`src/sd_pkg.sv`:
```
package sd_pkg;

  // ------------------------------------------------------------
  // command indices, SPI mode
  // ------------------------------------------------------------
  typedef enum logic [5:0] {
    CMD0   = 6'd0,
    CMD8   = 6'd8,
    CMD12  = 6'd12,
    CMD18  = 6'd18,
    ACMD41 = 6'd41,
    CMD55  = 6'd55,
    CMD59  = 6'd59
  } sd_cmd_t;

  typedef logic [7:0]  byte_t;
  typedef logic [31:0] blk_addr_t;
  typedef logic [15:0] blk_count_t;

  // ------------------------------------------------------------
  // protocol constants
  // ------------------------------------------------------------
  localparam int BLOCK_BYTES = 512;

  localparam byte_t DATA_TOKEN = 8'hFE;
  localparam byte_t IDLE_BYTE  = 8'hFF;

  // r1 values seen during start-up and reads
  localparam byte_t R1_IDLE  = 8'h01;
  localparam byte_t R1_READY = 8'h00;

  // voltage range and check pattern echoed in the r7 trailer
  localparam logic [31:0] CMD8_ECHO = 32'h0000_01AA;

  localparam int R1_POLL_LIMIT    = 16;
  localparam int TOKEN_POLL_LIMIT = 1024;
  localparam int INIT_ATTEMPTS    = 64;
  localparam int DUMMY_BYTES      = 10;

endpackage

```
`src/sd_block_reader.sv`:
```
`timescale 1ns/1ps

module sd_block_reader
  import sd_pkg::*;
(
  input  logic  CLK,
  input  logic  RST,
  input  logic  start,
  output logic  req,
  output byte_t req_data,
  input  logic  r_stb,
  input  byte_t r_data,
  output logic  data_stb,
  output byte_t data,
  output logic  done,
  output logic  timeout
);

  localparam int CNT_W  = $clog2(BLOCK_BYTES + 2);
  localparam int POLL_W = $clog2(TOKEN_POLL_LIMIT);

  typedef enum logic [1:0] {
    B_IDLE,
    B_TOKEN,
    B_STREAM
  } blk_state_t;

  blk_state_t        state;
  logic [CNT_W-1:0]  byte_cnt;
  logic [POLL_W-1:0] poll_cnt;

  assign req      = (state != B_IDLE);
  assign req_data = IDLE_BYTE;

  always_ff @(posedge CLK or posedge RST) begin
    if (RST) begin
      state    <= B_IDLE;
      byte_cnt <= '0;
      poll_cnt <= '0;
      data_stb <= 1'b0;
      done     <= 1'b0;
      timeout  <= 1'b0;
    end else begin
      data_stb <= 1'b0;
      done     <= 1'b0;
      if (start) begin
        state    <= B_TOKEN;
        poll_cnt <= '0;
        timeout  <= 1'b0;
      end else if (r_stb && state == B_TOKEN) begin
        byte_cnt <= '0;
        if (r_data == DATA_TOKEN) begin
          state <= B_STREAM;
        end else if (poll_cnt == POLL_W'(TOKEN_POLL_LIMIT - 1)) begin
          timeout <= 1'b1;
          done    <= 1'b1;
          state   <= B_IDLE;
        end else begin
          poll_cnt <= poll_cnt + 1'b1;
        end
      end else if (r_stb && state == B_STREAM) begin
        // the two trailing crc bytes are read but not passed on
        data_stb <= (byte_cnt < CNT_W'(BLOCK_BYTES));
        byte_cnt <= byte_cnt + 1'b1;
        if (byte_cnt == CNT_W'(BLOCK_BYTES + 1)) begin
          done  <= 1'b1;
          state <= B_IDLE;
        end
      end
    end
  end

  always_ff @(posedge CLK) begin
    if (r_stb) data <= r_data;
  end

endmodule

```
`src/sd_card_spi.sv`:
```
`timescale 1ns/1ps

module sd_card_spi
  import sd_pkg::*;
#(
  parameter int START_DIVIDER = 5,
  parameter int FAST_DIVIDER  = 1
) (
  input  logic       CLK,
  input  logic       RST,
  input  logic       rd_stb,
  input  blk_addr_t  rd_addr,
  input  blk_count_t rd_blocks,
  output logic       rd_ack,
  output logic       rd_err,
  output logic       ready,
  output logic       data_stb,
  output byte_t      data,
  output logic       sclk,
  output logic       mosi,
  input  logic       miso,
  output logic       cs
);

  logic  tick;
  logic  fast;
  logic  w_stb;
  byte_t w_data;
  logic  w_ready;
  logic  r_stb;
  byte_t r_data;

  // spi half-period tick, slow until start-up completes
  sd_clk_div #(
    .START_DIVIDER(START_DIVIDER),
    .FAST_DIVIDER (FAST_DIVIDER)
  ) clk_div_i (
    .CLK(CLK), .RST(RST), .fast(fast), .tick(tick)
  );

  spi_byte_shift shift_i (
    .CLK(CLK), .RST(RST), .tick(tick), .w_stb(w_stb), .w_data(w_data),
    .w_ready(w_ready), .r_stb(r_stb), .r_data(r_data),
    .sclk(sclk), .mosi(mosi), .miso(miso)
  );

  sd_controller ctrl_i (
    .CLK(CLK), .RST(RST), .rd_stb(rd_stb), .rd_addr(rd_addr), .rd_blocks(rd_blocks),
    .rd_ack(rd_ack), .rd_err(rd_err), .ready(ready), .fast(fast), .cs(cs),
    .w_stb(w_stb), .w_data(w_data), .w_ready(w_ready), .r_stb(r_stb), .r_data(r_data),
    .data_stb(data_stb), .data(data)
  );

endmodule

```
`src/sd_clk_div.sv`:
```
`timescale 1ns/1ps

module sd_clk_div #(
  parameter int START_DIVIDER = 5,
  parameter int FAST_DIVIDER  = 1
) (
  input  logic CLK,
  input  logic RST,
  input  logic fast,
  output logic tick
);

  logic [15:0] cnt;
  logic [15:0] reload;

  // new divider takes effect at the next reload
  assign reload = fast ? 16'(FAST_DIVIDER - 1) : 16'(START_DIVIDER - 1);
  assign tick   = (cnt == '0);

  always_ff @(posedge CLK or posedge RST) begin
    if (RST) begin
      cnt <= 16'(START_DIVIDER - 1);
    end else if (tick) begin
      cnt <= reload;
    end else begin
      cnt <= cnt - 1'b1;
    end
  end

  // the card must not drop back to the start-up clock after init
  assert property (@(posedge CLK) disable iff (RST) !$fell(fast));

endmodule

```
`src/sd_cmd_engine.sv`:
```
`timescale 1ns/1ps

module sd_cmd_engine
  import sd_pkg::*;
(
  input  logic        CLK,
  input  logic        RST,
  input  logic        start,
  input  sd_cmd_t     op,
  input  blk_addr_t   arg,
  output logic        req,
  output byte_t       req_data,
  input  logic        r_stb,
  input  byte_t       r_data,
  output logic        done,
  output byte_t       r1,
  output logic [31:0] r7,
  output logic        timeout
);

  localparam int POLL_W = $clog2(R1_POLL_LIMIT);

  typedef enum logic [2:0] {
    E_IDLE,
    E_FRAME,
    E_POLL,
    E_TRAIL,
    E_TAIL
  } eng_state_t;

  eng_state_t        state;
  sd_cmd_t           op_q;
  blk_addr_t         arg_q;
  logic [2:0]        idx;
  logic [POLL_W-1:0] poll_cnt;
  byte_t             crc;

  // only CMD0 and CMD8 are checked by the card before CMD59
  always_comb begin
    case (op_q)
      CMD0:    crc = 8'h95;
      CMD8:    crc = 8'h87;
      default: crc = IDLE_BYTE;
    endcase
  end

  assign req = (state != E_IDLE);

  always_comb begin
    req_data = IDLE_BYTE;
    if (state == E_FRAME) begin
      case (idx)
        3'd0:    req_data = {2'b01, op_q};
        3'd5:    req_data = crc;
        default: req_data = arg_q[31:24];
      endcase
    end
  end

  always_ff @(posedge CLK or posedge RST) begin
    if (RST) begin
      state    <= E_IDLE;
      op_q     <= CMD0;
      idx      <= '0;
      poll_cnt <= '0;
      done     <= 1'b0;
      timeout  <= 1'b0;
    end else begin
      done <= 1'b0;
      if (start) begin
        state   <= E_FRAME;
        op_q    <= op;
        idx     <= '0;
        timeout <= 1'b0;
      end else if (r_stb) begin
        case (state)
          E_FRAME: begin
            idx      <= idx + 1'b1;
            poll_cnt <= '0;
            if (idx == 3'd5) state <= E_POLL;
          end
          E_POLL: begin
            if (!r_data[7]) begin
              idx   <= '0;
              state <= (op_q == CMD8) ? E_TRAIL : E_TAIL;
            end else if (poll_cnt == POLL_W'(R1_POLL_LIMIT - 1)) begin
              timeout <= 1'b1;
              state   <= E_TAIL;
            end else begin
              poll_cnt <= poll_cnt + 1'b1;
            end
          end
          E_TRAIL: begin
            idx <= idx + 1'b1;
            if (idx == 3'd3) state <= E_TAIL;
          end
          E_TAIL: begin
            done  <= 1'b1;
            state <= E_IDLE;
          end
          default: state <= E_IDLE;
        endcase
      end
    end
  end

  // argument shifter and response capture
  always_ff @(posedge CLK) begin
    if (start) begin
      arg_q <= arg;
      r1    <= IDLE_BYTE;
      r7    <= '0;
    end else if (r_stb) begin
      if (state == E_FRAME && idx != 3'd0) arg_q <= {arg_q[23:0], 8'h00};
      if (state == E_POLL && !r_data[7]) r1 <= r_data;
      if (state == E_TRAIL) r7 <= {r7[23:0], r_data};
    end
  end

endmodule

```
`src/sd_controller.sv`:
```
`timescale 1ns/1ps

module sd_controller
  import sd_pkg::*;
(
  input  logic       CLK,
  input  logic       RST,
  input  logic       rd_stb,
  input  blk_addr_t  rd_addr,
  input  blk_count_t rd_blocks,
  output logic       rd_ack,
  output logic       rd_err,
  output logic       ready,
  output logic       fast,
  output logic       cs,
  output logic       w_stb,
  output byte_t      w_data,
  input  logic       w_ready,
  input  logic       r_stb,
  input  byte_t      r_data,
  output logic       data_stb,
  output byte_t      data
);

  localparam int DUMMY_W = $clog2(DUMMY_BYTES);
  localparam int ATT_W   = $clog2(INIT_ATTEMPTS);
  // high capacity support bit in the ACMD41 argument
  localparam blk_addr_t ACMD41_HCS = 32'h4000_0000;

  typedef enum logic [2:0] {
    ST_DUMMY,
    ST_GAP,
    ST_CMD,
    ST_BLOCK,
    ST_IDLE
  } ctl_state_t;

  ctl_state_t         state;
  sd_cmd_t            cmd_op;
  blk_addr_t          cmd_arg;
  blk_addr_t          addr_q;
  blk_count_t         blocks_left;
  logic [DUMMY_W-1:0] dummy_cnt;
  logic [ATT_W-1:0]   attempts;
  logic               gap_to_cmd;
  logic               busy_rd;
  logic               rd_fail;
  logic               in_flight;
  logic               cmd_start;
  logic               cmd_req;
  byte_t              cmd_data;
  logic               cmd_done;
  byte_t              cmd_r1;
  logic [31:0]        cmd_r7;
  logic               cmd_timeout;
  logic               blk_start;
  logic               blk_req;
  byte_t              blk_data;
  logic               blk_done;
  logic               blk_timeout;
  logic               mux_req;
  byte_t              mux_data;

  function automatic blk_addr_t arg_for(sd_cmd_t op, blk_addr_t addr);
    case (op)
      CMD8:    return CMD8_ECHO;
      ACMD41:  return ACMD41_HCS;
      CMD18:   return addr;
      default: return '0;
    endcase
  endfunction

  assign cmd_arg = arg_for(cmd_op, addr_q);
  // card is selected from the command frame to the end of its response
  assign cs      = !(state inside {ST_CMD, ST_BLOCK});

  sd_cmd_engine cmd_i (
    .CLK(CLK), .RST(RST), .start(cmd_start), .op(cmd_op), .arg(cmd_arg),
    .req(cmd_req), .req_data(cmd_data), .r_stb(r_stb), .r_data(r_data),
    .done(cmd_done), .r1(cmd_r1), .r7(cmd_r7), .timeout(cmd_timeout)
  );

  sd_block_reader blk_i (
    .CLK(CLK), .RST(RST), .start(blk_start), .req(blk_req), .req_data(blk_data),
    .r_stb(r_stb), .r_data(r_data), .data_stb(data_stb), .data(data),
    .done(blk_done), .timeout(blk_timeout)
  );

  // ------------------------------------------------------------
  // byte request multiplexer
  // ------------------------------------------------------------
  always_comb begin
    mux_req  = 1'b0;
    mux_data = IDLE_BYTE;
    case (state)
      ST_CMD: begin
        mux_req  = cmd_req;
        mux_data = cmd_data;
      end
      ST_BLOCK: begin
        mux_req  = blk_req;
        mux_data = blk_data;
      end
      ST_DUMMY, ST_GAP: mux_req = 1'b1;
      default: mux_req = 1'b0;
    endcase
  end

  // one byte in flight, next request is looked at after r_stb
  always_ff @(posedge CLK or posedge RST) begin
    if (RST) begin
      w_stb     <= 1'b0;
      w_data    <= IDLE_BYTE;
      in_flight <= 1'b0;
    end else begin
      w_stb <= 1'b0;
      if (r_stb) begin
        in_flight <= 1'b0;
      end else if (!in_flight && mux_req && w_ready) begin
        w_stb     <= 1'b1;
        w_data    <= mux_data;
        in_flight <= 1'b1;
      end
    end
  end

  // ------------------------------------------------------------
  // start-up and read sequencing
  // ------------------------------------------------------------
  always_ff @(posedge CLK or posedge RST) begin
    if (RST) begin
      state       <= ST_DUMMY;
      cmd_op      <= CMD0;
      addr_q      <= '0;
      blocks_left <= '0;
      dummy_cnt   <= '0;
      attempts    <= '0;
      gap_to_cmd  <= 1'b0;
      busy_rd     <= 1'b0;
      rd_fail     <= 1'b0;
      cmd_start   <= 1'b0;
      blk_start   <= 1'b0;
      rd_ack      <= 1'b0;
      rd_err      <= 1'b0;
      ready       <= 1'b0;
      fast        <= 1'b0;
    end else begin
      cmd_start <= 1'b0;
      blk_start <= 1'b0;
      rd_ack    <= 1'b0;
      rd_err    <= 1'b0;
      case (state)
        ST_DUMMY: if (r_stb) begin
          dummy_cnt <= dummy_cnt + 1'b1;
          if (dummy_cnt == DUMMY_W'(DUMMY_BYTES - 1)) begin
            cmd_op     <= CMD0;
            gap_to_cmd <= 1'b1;
            state      <= ST_GAP;
          end
        end
        ST_GAP: if (r_stb) begin
          if (gap_to_cmd) begin
            cmd_start <= 1'b1;
            state     <= ST_CMD;
          end else begin
            ready   <= 1'b1;
            rd_ack  <= busy_rd;
            rd_err  <= busy_rd && rd_fail;
            busy_rd <= 1'b0;
            state   <= ST_IDLE;
          end
        end
        ST_CMD: if (cmd_done) begin
          // a failed start-up step falls back to CMD0
          state      <= ST_GAP;
          gap_to_cmd <= 1'b1;
          cmd_op     <= CMD0;
          case (cmd_op)
            CMD0:  if (cmd_r1 == R1_IDLE) cmd_op <= CMD8;
            CMD8: if (cmd_r1 == R1_IDLE && cmd_r7 == CMD8_ECHO) begin
              attempts <= '0;
              cmd_op   <= CMD55;
            end
            CMD55: if (cmd_r1 == R1_IDLE || cmd_r1 == R1_READY) cmd_op <= ACMD41;
            ACMD41: begin
              if (cmd_r1 == R1_READY) begin
                cmd_op <= CMD59;
              end else if (cmd_r1 == R1_IDLE && attempts != ATT_W'(INIT_ATTEMPTS - 1)) begin
                attempts <= attempts + 1'b1;
                cmd_op   <= CMD55;
              end
            end
            CMD59: if (cmd_r1 == R1_READY) begin
              fast       <= 1'b1;
              gap_to_cmd <= 1'b0;
            end
            CMD18: begin
              if (cmd_r1 == R1_READY && !cmd_timeout) begin
                blk_start <= 1'b1;
                state     <= ST_BLOCK;
              end else begin
                rd_fail    <= 1'b1;
                gap_to_cmd <= 1'b0;
              end
            end
            default: gap_to_cmd <= 1'b0;
          endcase
        end
        ST_BLOCK: if (blk_done) begin
          blocks_left <= blocks_left - 1'b1;
          if (blk_timeout || blocks_left == blk_count_t'(1)) begin
            rd_fail   <= rd_fail || blk_timeout;
            cmd_op    <= CMD12;
            cmd_start <= 1'b1;
            state     <= ST_CMD;
          end else begin
            blk_start <= 1'b1;
          end
        end
        ST_IDLE: if (rd_stb) begin
          addr_q      <= rd_addr;
          blocks_left <= rd_blocks;
          busy_rd     <= 1'b1;
          rd_fail     <= 1'b0;
          cmd_op      <= CMD18;
          gap_to_cmd  <= 1'b1;
          state       <= ST_GAP;
        end
        default: state <= ST_DUMMY;
      endcase
    end
  end

  assert property (@(posedge CLK) disable iff (RST) !(cmd_req && blk_req));

endmodule

```
`src/spi_byte_shift.sv`:
```
`timescale 1ns/1ps

module spi_byte_shift
  import sd_pkg::*;
(
  input  logic  CLK,
  input  logic  RST,
  input  logic  tick,
  input  logic  w_stb,
  input  byte_t w_data,
  output logic  w_ready,
  output logic  r_stb,
  output byte_t r_data,
  output logic  sclk,
  output logic  mosi,
  input  logic  miso
);

  logic       busy;
  logic [2:0] bit_cnt;
  byte_t      tx_sh;
  byte_t      rx_sh;

  // mode 0: sample on the rising tick, shift on the falling tick
  always_ff @(posedge CLK or posedge RST) begin
    if (RST) begin
      busy    <= 1'b0;
      w_ready <= 1'b1;
      r_stb   <= 1'b0;
      sclk    <= 1'b0;
      mosi    <= 1'b1;
      bit_cnt <= '0;
    end else begin
      r_stb <= 1'b0;
      if (w_stb) begin
        busy    <= 1'b1;
        w_ready <= 1'b0;
        mosi    <= w_data[7];
        bit_cnt <= '0;
      end else if (busy && tick) begin
        if (!sclk) begin
          sclk <= 1'b1;
        end else begin
          sclk <= 1'b0;
          if (bit_cnt == 3'd7) begin
            // eighth bit already sampled, byte complete
            busy    <= 1'b0;
            w_ready <= 1'b1;
            r_stb   <= 1'b1;
            mosi    <= 1'b1;
          end else begin
            bit_cnt <= bit_cnt + 1'b1;
            mosi    <= tx_sh[7];
          end
        end
      end
    end
  end

  // shift registers
  always_ff @(posedge CLK) begin
    if (w_stb) begin
      tx_sh <= {w_data[6:0], 1'b1};
    end else if (busy && tick) begin
      if (!sclk) begin
        rx_sh <= {rx_sh[6:0], miso};
      end else begin
        tx_sh <= {tx_sh[6:0], 1'b1};
        if (bit_cnt == 3'd7) r_data <= rx_sh;
      end
    end
  end

  assert property (@(posedge CLK) disable iff (RST) w_stb |-> w_ready);

endmodule
```
`config.mk`:
```
export PLATFORM = sky130hd
export DESIGN_NAME = sd_card_spi
export DESIGN_NICKNAME = d
export VERILOG_FILES = /design/src/sd_pkg.sv /design/src/sd_block_reader.sv /design/src/sd_card_spi.sv /design/src/sd_clk_div.sv /design/src/sd_cmd_engine.sv /design/src/sd_controller.sv /design/src/spi_byte_shift.sv
export SDC_FILE = /design/constraint.sdc
export NUM_CORES = 1
export LEC_CHECK = 0
export BUFFER_PORTS_ARGS = -buffer_cell sky130_fd_sc_hd__buf_2
export CORE_ASPECT_RATIO = 1.5
export CORE_UTILIZATION = 55
export DETAILED_ROUTE_END_ITERATION = 7
export HOLD_SLACK_MARGIN = 0.12
export PLACE_DENSITY = 0.73
export SYNTH_ARGS = -nofsm -noshare
export SYNTH_HDL_FRONTEND = slang
export SYNTH_SLANG_ARGS = --single-unit
```
`constraint.sdc`:
```
create_clock -name CLK -period 11.3 [get_ports CLK]
set_input_delay 2.26 -clock CLK [delete_from_list [all_inputs] [get_ports CLK]]
set_output_delay 2.26 -clock CLK [all_outputs]
set_load 0.005 [all_outputs]
```
Word-level counts from Yosys, hierarchy flattened
Cells that the tools add are included.

Register bits: 256. Output and inout port bits: 15. Input port bits: 52.

Reduce and logical (&&, ||, !) cells: 82. Multiplexer cells: 152. Eq/ne operators: 51. Bitwise operators: 6. $add $sub $neg: 9. $lt $le $gt $ge: 1.

Operators with widths (count): $mux W32 (3); $pmux W32 S3 (1); $mux W6 (13); $mux W3 (24); $mux W1 (70); $mux W10 (6); $mux W16 (3); $pmux W6 S4 (2); $mux W8 (5); $reduce_bool A2 Y1 (18); $eq A32 B9 Y1 const B (1); $pmux W16 S2 (1); $sub A16 B1 Y16 const B (2); $reduce_and A3 Y1 (9); $ne A2 B2 Y1 const B (12); $reduce_and A7 Y1 (3); $reduce_bool A3 Y1 (7); $add A10 B1 Y10 const B (2); $eq A10 B10 Y1 const B (2); $reduce_and A4 Y1 (5); $eq A6 B6 Y1 const B (3); $reduce_and A2 Y1 (9); $eq A16 B1 Y1 const B (1); $logic_not A16 Y1 (1); 42 further kinds (98).

Logic depth before layout (Yosys ltp)
Gate-level depths: netlist (run 1).

Depth in word-level cells: 7. Mapped depth: 9. Gate-level depth less buffers: 8.

Cells and area by module
A second synthesis (run 1) with hierarchy kept.

Cell total of the unflattened synthesis: 1137. Area total of the unflattened synthesis: 12139.1 µm².

Modules (own cells, without submodules): sd_controller (area each 4465.5 µm², instances 1, seq. area each 2112.0 µm², cells each 455); sd_cmd_engine (area each 3938.8 µm², instances 1, seq. area each 2212.1 µm², cells each 372); sd_block_reader (area each 1642.8 µm², instances 1, seq. area each 865.8 µm², cells each 159); spi_byte_shift (area each 1199.9 µm², instances 1, seq. area each 893.4 µm², cells each 69); sd_clk_div (area each 892.1 µm², instances 1, seq. area each 401.6 µm², cells each 82).

Worst setup path before layout (run 1)
No wires, ideal clock.

Path type: in2reg. From: input port rd_stb. To: register ctrl_i.blocks_left[2]. Slack: 7980 ps. Cell stages on the path: 6. Arrival time: 3238 ps. Setup time: 83 ps. Required time: 11217 ps. Cells stage by stage: and2_1 > buf_2 > a31oi_1 > buf_2 > o21ai_0 > o21ai_0.

Cells in the longest elaborated chain, start to end: 2.

Ends and longest elaborated chain: start: declaration (line sd_card_spi.sv:11) `input logic rd_stb,`; $ne A2 B2 Y1 (no source line); $reduce_and A3 Y1 (no source line); end signal: assignment (line sd_controller.sv:210) `blocks_left <= blocks_left - 1'b1;`; end signal: assignment (line sd_controller.sv:222) `blocks_left <= rd_blocks;`; end: declaration (line sd_controller.sv:42) `blk_count_t blocks_left;`.

No other way between the ends. A chain may end at the register's enable or synchronous reset.

Worst setup path after layout (run 1)
From: register ctrl_i.state[1]. To: output port cs.

Cells in the longest elaborated chain, start to end: 3.

Ends and longest elaborated chain: start: declaration (line sd_controller.sv:38) `ctl_state_t state;`; start signal: assignment (line sd_controller.sv:132) `state <= ST_DUMMY;`; start signal: assignment (line sd_controller.sv:158) `state <= ST_GAP;`; start signal: assignment (line sd_controller.sv:164) `state <= ST_CMD;`; $eq A3 B2 Y1 (line sd_controller.sv:75) `assign cs = !(state inside {ST_CMD, ST_BLOCK});`; $reduce_bool A2 Y1 * (line sd_controller.sv:75); $logic_not A1 Y1 * (line sd_controller.sv:75); end: declaration (line sd_card_spi.sv:22) `output logic cs`.

Mark *: on every way between the ends. The rest lies on a longest branch, timed or not.

==> results.sh, run 1 <==
export IMPL_status="complete, no violations"
export IMPL_place_gp_congestion=0.869
export IMPL_ys_flop_type="dfrtp_1"
export IMPL_start_kind="flip-flop"
export IMPL_synthCells=1078
export IMPL_synth_compound_area_frac=0.119
export IMPL_clock_latency_ps=510
export IMPL_drive_gt1_frac=0.172
export IMPL_grt_max_degree=78
export IMPL_maxSlewViolCount=0
export IMPL_worstMarginPinSlew_ps=1190
export IMPL_cts_root_buf="clkbuf_16"
export IMPL_antenna_found_initial=0
export IMPL_cp_max_fo=10
export IMPL_setup_viol=0
export IMPL_clkSinkCount=252
export IMPL_htree_num_levels=1
export IMPL_worstPathRequired_ps=9040
export IMPL_holdBufCountCts=0
export IMPL_cap_viol_max_count=0
export IMPL_p_leak_uw=0.00533
export IMPL_start_util=0.558
export IMPL_grt_pass1_wl_mm=37.3
export IMPL_grt_overflow=0
export IMPL_synth_distinct_cells=71
export IMPL_die_area_sq_um=21200
export IMPL_hold_viol=0
export IMPL_die_y_microns=178
export IMPL_portBuffers=66
export IMPL_n_antenna_cell=0
export IMPL_synth_area_leaders="dfrtp_1 (30%), edfxtp_1 (17%), dfxtp_1 (7.1%), nand2_1 (5.5%), mux2_2 (4.9%)"
export IMPL_rows=64
export IMPL_cts_resized=0
export IMPL_synthMuxAreaShare=0.0610
export IMPL_wire_per_inst_microns=15.9
export IMPL_clkTransAtPathRegs_ps=60
export IMPL_yosys_area_top_type_share=0.304
export IMPL_cts_tree="done"
export IMPL_synth_adder_area_share=0.0187
export IMPL_critPathBufInv=2
export IMPL_placeableCoreArea_sq_um=20300
export IMPL_nNetsFinal=1193
export IMPL_drtPass1Iterations=5
export IMPL_synth_top_family_by_area="simple AND/OR/NAND/NOR gates"
export IMPL_vias_per_cell=5.70
export IMPL_ir_worst_vdd_uv=104
export IMPL_gr_usage_all_layers=0.216
export IMPL_dr_first_iter_drc_count=483
export IMPL_crit_type="flip-flop to primary output"
export IMPL_cpLargestDelayFamily="flip-flops"
export IMPL_clk_path_buf_depth=3
export IMPL_arrival_ps=1800
export IMPL_cp_cell_sequence="nor2b_1 -> inv_1 -> buf_2"
export IMPL_max_stage_delay_ps=500
export IMPL_async_flop_share=0.591
export IMPL_ios=67
export IMPL_post_cts_buffers=0
export IMPL_skew_ps=8.26
export IMPL_vias=8016
export IMPL_synthToLayoutAreaGrowth_pct=11.5
export IMPL_fmax_ghz=0.247
export IMPL_grt_pass1_vias=7740
export IMPL_drc_errors=0
export IMPL_crit_path_end_kind="primary output"
export IMPL_finalCritPeriodShare=0.359
export IMPL_synth_edf_count=63
export IMPL_cts_buffers=24
export IMPL_fin_setup_tns_ps=0
export IMPL_maxSlewHeadroom=0.207
export IMPL_synth_xor_xnor_area_share=0.0247
export IMPL_wirelength_mm=22.3
export IMPL_final_cells=1406
export IMPL_yosysSeqAreaShare=0.567
export IMPL_yosysWarnings=0
export IMPL_ant_nets=0
export IMPL_min_period_ps=4060
export IMPL_avgSynthCellArea_sq_um=10.5
export IMPL_fp_dieW_microns=119
export IMPL_powerDensity_nw_per_um2=137
export IMPL_post_place_cells=1362
export IMPL_yosys_area_top_type="dfrtp_1"
export IMPL_rsz0062_at_grt="no"
export IMPL_hp_class="flip-flop to flip-flop"
export IMPL_synth_nets=1147
export IMPL_crit_slowest_cell="dfrtp_1"
export IMPL_synth_area_sq_um=11300
export IMPL_dp_final_hpwl_mm=15.1
export IMPL_synthSimpleGateAreaFrac=0.179
export IMPL_ys_ff_latch=252
==> logic make-up (layout without fill, tap and decap cells) <==
kind of cell | count (synthesis) | count (layout)
AND/OR/NAND/NOR | 414 | 414
flip-flops | 252 | 252
AO/OA/AOI/OAI | 214 | 214
buffers and inverters | 86 | 150
multiplexers | 63 | 63
XOR/XNOR | 32 | 32
adder cells (fa/ha/maj) | 17 | 17
==> per-layer routing <==
metal  vias to the layer above  GRT usage  part of all wire
li1                       3932          -                 -
met1                      3879      0.271              0.42
met2                       162      0.382              0.51
met3                        43     0.0315             0.037
met4                         0     0.0686             0.024
met5                         -          0                 0
==> flip-flops by register name, indices dropped and copies added, names as in the netlist, 10 cells and up <==
| name | count |
|---|---|
| ctrl_i.blk_i.byte_cnt | 10 |
| clk_div_i.cnt | 16 |
| ctrl_i.blk_i.poll_cnt | 10 |
| ctrl_i.blocks_left | 16 |
| ctrl_i.cmd_i.arg_q | 32 |
| ctrl_i.addr_q | 32 |
| ctrl_i.cmd_i.r7 | 32 |
==> per-stage QoR <==
| step | hold WS, ps | worst slack (ps) | cell area (sq um) | utilization | total power [uW] |
|---|---|---|---|---|---|
| 2_1_floorplan | 385 | 5050 | 11300 | - | 954 |
| 3_3_place_gp | 405 | 7400 | 11900 | 0.583 | 966 |
| 3_5_place_dp | 407 | 7410 | 11900 | 0.583 | 966 |
| 4_1_cts | 434 | 7250 | 12600 | 0.622 | 1750 |
| 5_1_grt | 443 | 7120 | 12600 | 0.622 | 1790 |
| 6_report | 431 | 7240 | 12600 | 0.622 | 1730 |
==> cell usage after synthesis, types with 8 or more instances <==
| master | instances |
|---|---|
| nand2_1 | 165 |
| dfrtp_1 | 138 |
| nor2_1 | 85 |
| a21oi_1 | 78 |
| edfxtp_1 | 63 |
| o21ai_0 | 56 |
| mux2_2 | 49 |
| clkbuf_1 | 40 |
| dfxtp_1 | 40 |
| nor3_1 | 31 |
| inv_1 | 27 |
| o2bb2ai_1 | 26 |
| nand3_1 | 22 |
| xor2_1 | 21 |
| ha_1 | 17 |
| buf_2 | 15 |
| and3_1 | 14 |
| mux2i_1 | 14 |
| nand4_1 | 13 |
| dfstp_2 | 11 |
| nand2b_1 | 11 |
| nor4_1 | 11 |
| xnor2_1 | 11 |
| nor2b_1 | 9 |
| or3_1 | 8 |
==> final timing paths <==
kind	from	endpoint	slack, ps	cells past startpoint
hold / removal	shift_i.rx_sh[7]$_DFFE_PP_	shift_i.r_data[7]$_DFFE_PP_	430	0
min in group asynchronous	RST	ctrl_i.blocks_left[10]$_DFFE_PP0P_	1840	2
hold reg to reg	shift_i.rx_sh[7]$_DFFE_PP_	shift_i.r_data[7]$_DFFE_PP_	430	0
max in group asynchronous	RST	clk_div_i.cnt[14]$_DFF_PP0_	8060	3
setup reg to reg	ctrl_i.cmd_start$_DFF_PP0_	ctrl_i.cmd_i.arg_q[9]$_DFFE_PP_	8220	4
setup / recovery	ctrl_i.state[1]$_DFFE_PP0P_	cs	7240	3
==> power by group <==
| group | leakage (uW) | switching, uW | total [uW] | internal, uW |
|---|---|---|---|---|
| logic | 0.00216 | 13.0 | 19.6 | 6.62 |
| registers | 0.00279 | 0 | 927 | 927 |
| clock network | 0.000376 | 338 | 787 | 449 |
==> area by class of cell <==
type                    instances  area [sq um]
fillers                      1685          7690
flip-flops and latches        252          6440
multi-input cells             740          4580
clock buffers                  35           726
repair buffers                 76           405
well taps                     264           330
inverters                      30           118
clock inverters                 9          55.1
==> cell usage in the layout (no fill, tap or decap), drive strengths merged, types with 8 or more instances in the layout <==
master / instances
nand2: 165
xor2: 21
clkbuf: 35
o2bb2ai: 26
nand2b: 12
and3: 14
buf: 76
dfrtp: 138
nor3: 33
xnor2: 11
a21oi: 78
ha: 17
nor2: 85
dfxtp: 40
o21ai: 56
nor4: 17
nand3: 22
nor2b: 9
mux2: 49
nand4: 13
mux2i: 14
inv: 28
clkinv: 8
or3: 9
edfxtp: 63
dfstp: 11
Note: power is estimated with default switching activity, not from simulation.
==> run 2, diff against run 1 <==
- clock period: 11.3 -> 3.8 ns (I/O delays scaled with it)
==> run 2 against run 1 <==
Worst hold slack lost 66 ps. Final area rose by 0.31%. Via count is essentially flat. Critical path depth stayed put. Die area did not move. Register-to-register slack worse by 7100 ps. Setup slack worse by 6100 ps. Non-clock buffer count increased by 7. Combinational power rose to 3.3 times the previous value. Global-route usage grew 0.22 points. Utilization grew 0.19 points. Flip-flop and latch count is the same. Critical path type unchanged. Largest power group unchanged. Highest routed layer unchanged.
==> results.sh, run 2 (same netlist as run 1, synthesis figures left out) <==
export IMPL_status="complete, no violations"
export IMPL_cp_cell_sequence="nor2b_1 -> inv_1 -> buf_2"
export IMPL_placeableCoreArea_sq_um=20300
export IMPL_vias=8024
export IMPL_start_util=0.558
export IMPL_p_leak_uw=0.00534
export IMPL_grt_pass1_vias=7824
export IMPL_holdBufCountCts=0
export IMPL_synthToLayoutAreaGrowth_pct=11.8
export IMPL_antenna_found_initial=0
export IMPL_crit_slowest_cell="dfrtp_1"
export IMPL_final_common_cell="nand2_1"
export IMPL_clkTransAtPathRegs_ps=70
export IMPL_crit_type="flip-flop to primary output"
export IMPL_ir_worst_vdd_uv=396
export IMPL_hold_viol=0
export IMPL_arrival_ps=1870
export IMPL_clk_path_buf_depth=3
export IMPL_cpLargestDelayFamily="flip-flops"
export IMPL_holdWs_ps=364
export IMPL_gr_usage_all_layers=0.218
export IMPL_cap_viol_max_count=0
export IMPL_place_gp_congestion=0.829
export IMPL_cts_root_buf="clkbuf_16"
export IMPL_n_antenna_cell=0
export IMPL_wire_per_inst_microns=15.9
export IMPL_ant_nets=0
export IMPL_worstPathRequired_ps=3040
export IMPL_clkSinkCount=252
export IMPL_portBuffers=66
export IMPL_ios=67
export IMPL_drive_gt1_frac=0.177
export IMPL_powerDensity_nw_per_um2=402
export IMPL_finalCritPeriodShare=0.693
export IMPL_nNetsFinal=1199
export IMPL_die_y_microns=178
export IMPL_cts_resized=0
export IMPL_drtPass1Iterations=5
export IMPL_start_kind="flip-flop"
export IMPL_final_cell_area_sq_um=12700
export IMPL_crit_path_end_kind="primary output"
export IMPL_nFillCells=1691
export IMPL_setup_viol=0
export IMPL_place_area_sq_um=11900
export IMPL_post_place_cells=1369
export IMPL_min_period_ps=2630
export IMPL_rows=64
export IMPL_clock_latency_ps=510
export IMPL_cts_buffers=23
export IMPL_worstMarginPinSlew_ps=801
export IMPL_fp_dieW_microns=119
export IMPL_fin_setup_tns_ps=0
export IMPL_grt_overflow=0
export IMPL_cts_tree="done"
export IMPL_vias_per_cell=5.69
export IMPL_cp_max_fo=10
export IMPL_final_cell_mix="nand2_1 (165), dfrtp_1 (137), nor2_1 (85)"
export IMPL_htree_num_levels=1
export IMPL_grt_max_degree=74
export IMPL_hp_class="input port to async pin"
export IMPL_max_stage_delay_ps=510
export IMPL_drc_errors=0
export IMPL_die_area_sq_um=21200
export IMPL_maxSlewViolCount=0
export IMPL_wirelength_mm=22.4
export IMPL_rsz0062_at_grt="no"
export IMPL_post_cts_buffers=0
export IMPL_grt_pass1_wl_mm=37.7
export IMPL_dp_final_hpwl_mm=15.5
export IMPL_fmax_ghz=0.380
export IMPL_critPathBufInv=2
export IMPL_maxSlewHeadroom=0.459
export IMPL_skew_ps=22.7
export IMPL_reg_largest_list="ctrl_i.addr_q x32, ctrl_i.cmd_i.arg_q x32, ctrl_i.cmd_i.r7 x32"
export IMPL_final_cells=1410
export IMPL_dr_first_iter_drc_count=544
-- run 2: report_power, final --
part | switching (uW) | internal (uW) | leakage, uW | total [uW]
logic | 39.6 | 25.0 | 0.00220 | 64.7
clock network | 999 | 1280 | 0.000349 | 2280
registers | 0 | 2760 | 0.00279 | 2760
total | 1040 | 4060 | 0.00534 | 5100
-- run 2: final timing paths --
path | slack (ps) | to | start | depth (start not counted)
max in group asynchronous | 2690 | shift_i.mosi$_DFFE_PP1P_ | RST | 3
min in group CLK | 430 | shift_i.rx_sh[0]$_DFFE_PP_ | miso | 1
worst min-delay path | 360 | ctrl_i.dummy_cnt[0]$_DFFE_PP0P_ | RST | 2
worst max-delay path | 1170 | cs | ctrl_i.state[1]$_DFFE_PP0P_ | 3
worst max register to register | 1170 | shift_i.r_data[6]$_DFFE_PP_ | clk_div_i.cnt[9]$_DFF_PP0_ | 5
worst min register to register | 440 | shift_i.r_data[7]$_DFFE_PP_ | shift_i.rx_sh[7]$_DFFE_PP_ | 0
-- run 2: area by class of cell --
type | count | area, sq um | share of cell area
clock inverters | 14 | 143 | 0.0112
well taps | 264 | 330 | 0.0260
inverters | 30 | 116 | 0.00917
flip-flops and latches | 252 | 6440 | 0.507
multi-input cells | 740 | 4580 | 0.361
repair buffers | 83 | 483 | 0.0381
clock buffers | 27 | 601 | 0.0473
-- run 2: through the flow --
| step | worst slack, ps | total power, uW | utilization |
|---|---|---|---|
| after floorplan | 1170 | 2840 | - |
| after global placement | 1210 | 2880 | 0.587 |
| after detailed placement | 1070 | 2880 | 0.587 |
| after CTS | 1070 | 5160 | 0.624 |
| after global routing | 910 | 5270 | 0.624 |
| final | 1170 | 5100 | 0.624 |
-- run 2: layer usage --
layer / wire length [microns] / vias to the layer above / track usage
met5: 0 / - / 0
met4: 527 / 0 / 0.0670
met3: 746 / 40 / 0.0251
met2: 11900 / 159 / 0.397
met1: 9230 / 3890 / 0.270
li1: - / 3935 / -
